==> src/hdl/icache_consts.svh <==
/* icache geometry constants */
`ifndef ICACHE_CONSTS_SVH
`define ICACHE_CONSTS_SVH

// fetch and fill address width in bits
`define ICACHE_ADDR_W 32

// one block is two instructions
`define ICACHE_BLOCK_W 64

// sets per way, one lru bit each
`define ICACHE_SETS 64

// instruction word width
`define ICACHE_INSTR_W 32

`endif
==> src/hdl/icache_pkg.sv <==
/* icache shared types */
`default_nettype none

`include "icache_consts.svh"

package icache_pkg;
    // byte offset within a block, then set index, rest is tag
    localparam int OFF_W = $clog2(`ICACHE_BLOCK_W / 8);
    localparam int SET_W = $clog2(`ICACHE_SETS);
    localparam int TAG_W = `ICACHE_ADDR_W - SET_W - OFF_W;

    typedef logic [`ICACHE_ADDR_W-1:0]  addr_t;
    typedef logic [TAG_W-1:0]           tag_t;
    typedef logic [SET_W-1:0]           set_t;
    // picks instruction 0 (low word) or 1 (high word)
    typedef logic                       word_sel_t;
    typedef logic [`ICACHE_BLOCK_W-1:0] block_t;
    typedef logic [`ICACHE_INSTR_W-1:0] instr_t;
    typedef logic                       way_t;

    // address field helpers, same split for fetch and fill
    function automatic tag_t addr_tag(addr_t a);
        return a[`ICACHE_ADDR_W-1 -: TAG_W];
    endfunction

    function automatic set_t addr_set(addr_t a);
        return a[OFF_W +: SET_W];
    endfunction

    function automatic word_sel_t addr_word(addr_t a);
        return a[OFF_W-1];
    endfunction
endpackage

`default_nettype wire

==> src/hdl/icache_rd_if.sv <==
/* icache set read-out */
`timescale 1ns/1ps
`default_nettype none

interface icache_rd_if import icache_pkg::*; ();
    // lookup in flight, registered in stage one
    logic       valid;
    tag_t       req_tag;
    word_sel_t  word_sel;
    // set is passed on for the lru touch
    set_t       set;
    // both ways of the addressed set
    logic [1:0] way_valid;
    tag_t [1:0] way_tag;
    block_t [1:0] way_data;

    // array stage side
    modport src (
        output valid,
        output req_tag,
        output word_sel,
        output set,
        output way_valid,
        output way_tag,
        output way_data
    );

    // hit stage side
    modport dst (
        input valid,
        input req_tag,
        input word_sel,
        input set,
        input way_valid,
        input way_tag,
        input way_data
    );
endinterface

`default_nettype wire

==> src/hdl/icache_hit_stage.sv <==
/* icache hit stage */
`timescale 1ns/1ps
`default_nettype none

module icache_hit_stage import icache_pkg::*; (
    input  logic   clk,
    input  logic   rst,
    icache_rd_if.dst rd,
    output logic   touch,
    output set_t   touch_set,
    output way_t   touch_way,
    output logic   rsp_valid,
    output logic   hit,
    output instr_t instr
);
    localparam int INSTR_W = $bits(instr_t);

    // one-hot way select, at most one way holds a given tag
    logic [1:0] way_sel;
    logic       any_hit;
    block_t     sel_block;
    instr_t     sel_instr;

    // tag compare qualified by the valid bit
    always_comb begin
        for (int w = 0; w < 2; w++) begin
            way_sel[w] = rd.way_valid[w] && (rd.way_tag[w] == rd.req_tag);
        end
    end

    assign any_hit = |way_sel;

    // and-or mux, zero when nothing matches
    assign sel_block = ({$bits(block_t){way_sel[0]}} & rd.way_data[0])
                     | ({$bits(block_t){way_sel[1]}} & rd.way_data[1]);

    // low word is instruction 0
    assign sel_instr = sel_block[rd.word_sel * INSTR_W +: INSTR_W];

    // lru touch lands on the same edge as rsp_valid
    assign touch     = rd.valid && any_hit;
    assign touch_set = rd.set;
    assign touch_way = way_t'(way_sel[1]);

    always_ff @(posedge clk) begin
        if (rst) begin
            rsp_valid <= 1'b0;
            hit       <= 1'b0;
        end else begin
            rsp_valid <= rd.valid;
            hit       <= rd.valid && any_hit;
        end
    end

    // instruction is only meaningful with hit
    always_ff @(posedge clk) begin
        instr <= sel_instr;
    end
endmodule

`default_nettype wire

==> src/flat_wrapper.sv <==
// flat-port wrapper written by rule: the top's interface ports become plain ports
module icache_hit_stage_flat import icache_pkg::*;
  (clk, rst, touch, touch_set, touch_way, rsp_valid, hit, instr, rd_valid, rd_req_tag, rd_word_sel, rd_set, rd_way_valid, rd_way_tag, rd_way_data);
  icache_rd_if rd_i ();
  input  logic clk;
  input  logic rst;
  output logic touch;
  output set_t touch_set;
  output way_t touch_way;
  output logic rsp_valid;
  output logic hit;
  output instr_t instr;
  input wire logic [$bits(rd_i.valid)-1:0] rd_valid;
  input wire logic [$bits(rd_i.req_tag)-1:0] rd_req_tag;
  input wire logic [$bits(rd_i.word_sel)-1:0] rd_word_sel;
  input wire logic [$bits(rd_i.set)-1:0] rd_set;
  input wire logic [$bits(rd_i.way_valid)-1:0] rd_way_valid;
  input wire logic [$bits(rd_i.way_tag)-1:0] rd_way_tag;
  input wire logic [$bits(rd_i.way_data)-1:0] rd_way_data;
  assign rd_i.valid = rd_valid;
  assign rd_i.req_tag = rd_req_tag;
  assign rd_i.word_sel = rd_word_sel;
  assign rd_i.set = rd_set;
  assign rd_i.way_valid = rd_way_valid;
  assign rd_i.way_tag = rd_way_tag;
  assign rd_i.way_data = rd_way_data;
  icache_hit_stage u_core (.clk(clk), .rst(rst), .rd(rd_i), .touch(touch), .touch_set(touch_set), .touch_way(touch_way), .rsp_valid(rsp_valid), .hit(hit), .instr(instr));
endmodule
==> config.mk <==
export PLATFORM = sky130hd
export DESIGN_NAME = icache_hit_stage_flat
export DESIGN_NICKNAME = d
export VERILOG_FILES = /design/src/hdl/icache_pkg.sv /design/src/hdl/icache_rd_if.sv /design/src/hdl/icache_hit_stage.sv /design/src/flat_wrapper.sv
export VERILOG_INCLUDE_DIRS = /design/src /design/src/hdl
export SDC_FILE = /design/constraint.sdc
export NUM_CORES = 1
export LEC_CHECK = 0
export BUFFER_PORTS_ARGS = -buffer_cell sky130_fd_sc_hd__buf_2
export CAP_MARGIN = 30
export CORE_ASPECT_RATIO = 1.75
export CORE_MARGIN = 10
export CORE_UTILIZATION = 32
export CTS_CLUSTER_SIZE = 14
export DETAILED_ROUTE_END_ITERATION = 12
export PLACE_DENSITY = 0.78
export SLEW_MARGIN = 0
export SYNTH_ARGS = -nofsm -noshare
export SYNTH_HDL_FRONTEND = slang
export SYNTH_SLANG_ARGS = --single-unit
==> constraint.sdc <==
create_clock -name clk -period 1.6 [get_ports clk]
set_clock_uncertainty 0.15 [all_clocks]
set_input_delay 0.24 -clock clk [delete_from_list [all_inputs] [get_ports clk]]
set_output_delay 0.24 -clock clk [all_outputs]
set_load 0.1 [all_outputs]
==> impl_results.md <==
* Status: complete, but fails checks
* Failing checks: negative setup slack
* Final net count at 675
* Synth-to-layout area growth at 81.17%
* GPL Wtd Cong at 0.8023
* FMAX at 469.2 MHz
* Layout cell share with drive strength beyond 1 at 0.6638
* GRT Overall Usage at 0.1768
* Max-slew violation count at 0
* Row cnt at 41
* # port buffers at 238
* Post-route ant nets at 0
* # clock sinks at 34
* Slew of the pin with the lowest slew margin at 524.0 ps
* Max IR drop VDD at 0.3993 mV
* Drt wl/cell at 19.17 um
* Initial core utilization at 0.3251
* Pwr per Cell Area at 606.8 nW/um^2
* H-Tree Depth at 2
* CP required at 1210 ps
* Main combinational cell family by area after synthesis: multiplexers
* Global-route wire length before repair at 15,860 um
* Arrival @ worst endpoint at 1740 ps
* Reg clk slew, reported paths at 50 ps
* Via count at 2,705
* Die width at 84.35 um
* Vias per std cell at 4.883
* Max Root-Sink Buffers at 2
* Mean Syn Cell Area at 10.68 um^2
* Simple-gate share of the synthesized area at 0.04587
* Post-synthesis adder-cell area fraction at 0
* Hold Crit Class: input pin to flip-flop
* Post-route setup slack at -531.3 ps
* Total negative setup slack at -13,660 ps
* Grt total ovfl at 0
* Area after DPL at 3667 um^2
* Largest net degree at the start of global routing at 35
* Fin. Hold Viols at 0
* Crit Path Max Fanout at 3
* Final Cell Area at 4200 um^2
* Area of the multi-input gates at 1647 um^2
* DP Wirelength at 8702 um
* Max_slew headroom at 0.6531
* Die Y at 132.6 um
* Post-synthesis mux area share at 0.2763
* Sequential cell area at 680.7 um^2
* Initial antenna violation count at 1
* Crit path capture type: output port
* CTS tree: done
* CP Class: input pin to output port
* Ports at 251
* CTS Buf Count at 5
* Post-synthesis cell area at 2318 um^2
* Synth Area in XOR/XNOR at 0.1738
* FILL cells at 598
* Minimum hold slack at 90.50 ps
* Complex-gate fraction of the synthesized area at 0.1495
* Drt first pass iters at 4
* Startpoint types: input pin
* Unrepaired setup endpoints after global routing: yes
* Synth warn at 0
* Root buf cell: clkbuf_16
* Die area at 11,180 um^2
* Seq cells post-synth at 34
* Final setup vio count at 35
* DRT Wirelength at 10,620 um
* Period utilization at 1.332
* Max cap viols at 0
* Static Leak at 2.220 nW
* # DRC at 0
* Synth Net Count at 426
* Vias in the first global route at 3,199
* Count of different cell masters after synthesis at 17
* Sequential share of the synthesized area at 0.2936
* Drt initial violations at 51
* Core Box Area at 7131 um^2
* Synthesized instance count at 217
* Crit path time final at 2131 ps
-- sequential cells by signal, summed over array words and instances (netlist names) --
signal,cells
u_core.rsp_valid,1
u_core.hit,1
u_core.instr,32
-- per-layer routing --
metal,track usage,part of all wire
met1,0.1458,0.32
met5,0,0
met2,0.3489,0.56
met4,0.05790,0.018
met3,0.08297,0.11
-- final cells by class --
type	instances	share of cell area
Clock buffer	7	0.03158
Inverter	1	0.001787
Timing Repair Buffer	263	0.3792
Tap cell	86	0.02562
Multi-Input combinational cell	161	0.3920
Antenna cell	1	0.0005958
Clock inverter	1	0.007149
Sequential cell	34	0.1620
-- layout by cell type (no fill, tap or decap) --
| master | netlist | layout |
|---|---|---|
| diode_2 | 0 | 1 |
| buf_6 | 4 | 7 |
| xor2_1 | 32 | 30 |
| buf_2 | 5 | 231 |
| xor2_2 | 0 | 2 |
| xnor2_1 | 14 | 14 |
| buf_16 | 0 | 4 |
| nor4_1 | 8 | 5 |
| dfxtp_1 | 34 | 34 |
| nor4_2 | 0 | 3 |
| buf_12 | 0 | 7 |
| dlygate4sd3_1 | 0 | 1 |
| nor2b_1 | 1 | 1 |
| bufinv_16 | 0 | 1 |
| o22ai_4 | 0 | 3 |
| nand4_1 | 6 | 6 |
| or3_4 | 0 | 2 |
| mux2i_1 | 64 | 64 |
| clkbuf_16 | 0 | 5 |
| buf_4 | 6 | 13 |
| o22ai_2 | 21 | 29 |
| clkbuf_1 | 5 | 2 |
| clkinvlp_4 | 0 | 1 |
| a21boi_2 | 0 | 1 |
| a21boi_4 | 0 | 1 |
-- path summary, 6_finish.rpt --
kind | from | to | slack (ps) | cells past startpoint
worst min-delay path | rd_way_data[94] | u_core.instr[30] | 90 | 3
worst max-delay path | rd_way_tag[23] | touch | -530 | 8
-- cell families after synthesis --
group                     after synthesis
AOI/OAI and AO/OA                      34
xor gates and xnor gates               46
buffers and inverters                  22
DFF                                    34
muxes                                  64
and+or+nand+nor                        17
-- report_power, final --
| part | total, mW | leakage [nW] | switching (mW) | internal, mW |
|---|---|---|---|---|
| Clock | 1.07 | 0.0781 | 0.330 | 0.735 |
| Combinational | 0.634 | 1.87 | 0.275 | 0.359 |
| Sequential | 0.849 | 0.274 | 0.000217 | 0.849 |
-- cells in the mapped netlist, drive strengths merged --
library cell	n	area (um^2)
nand4	6	37.54
dfxtp	34	680.7
nor2b	1	6.260
xnor2	14	122.6
nor4	8	50.05
a21boi	2	15.01
clkbuf	5	18.77
or3	2	12.51
buf	16	118.9
mux2i	64	640.6
o22ai	32	331.6
inv	1	3.750
xor2	32	280.3
-- what timing repair did --
action | in CTS | in global routing
endpoints found under the setup margin | 35 | 35
cloned | 4 | 0
buffers inserted | 5 | 2
endpoints found under the hold margin | 1 | 0
gates resized for setup | 36 | 14
pin swaps | 5 | 10
hold buffers | 1 | 0
-- critical path, stage by stage --
cell      delay, ps
buf_6           100
xor2_2          170
nor4_1          260
buf_4           160
nand4_1          80
or3_4           380
a21boi_4        160
buf_12          190
-- per-stage QoR --
stage / instances / util / worst slack, ps / power [mW]
2_1_floorplan: 217 / - / -561.2 / 1.198
3_3_place_gp: 535 / 0.5143 / -752.9 / 1.450
3_5_place_dp: 535 / 0.5143 / -749.9 / 1.467
4_1_cts: 553 / 0.5834 / -532.2 / 2.568
5_1_grt: 553 / 0.5887 / -591.1 / 2.674
6_report: 554 / 0.5891 / -531.3 / 2.549
Note: power is estimated with default switching activity, not from simulation.
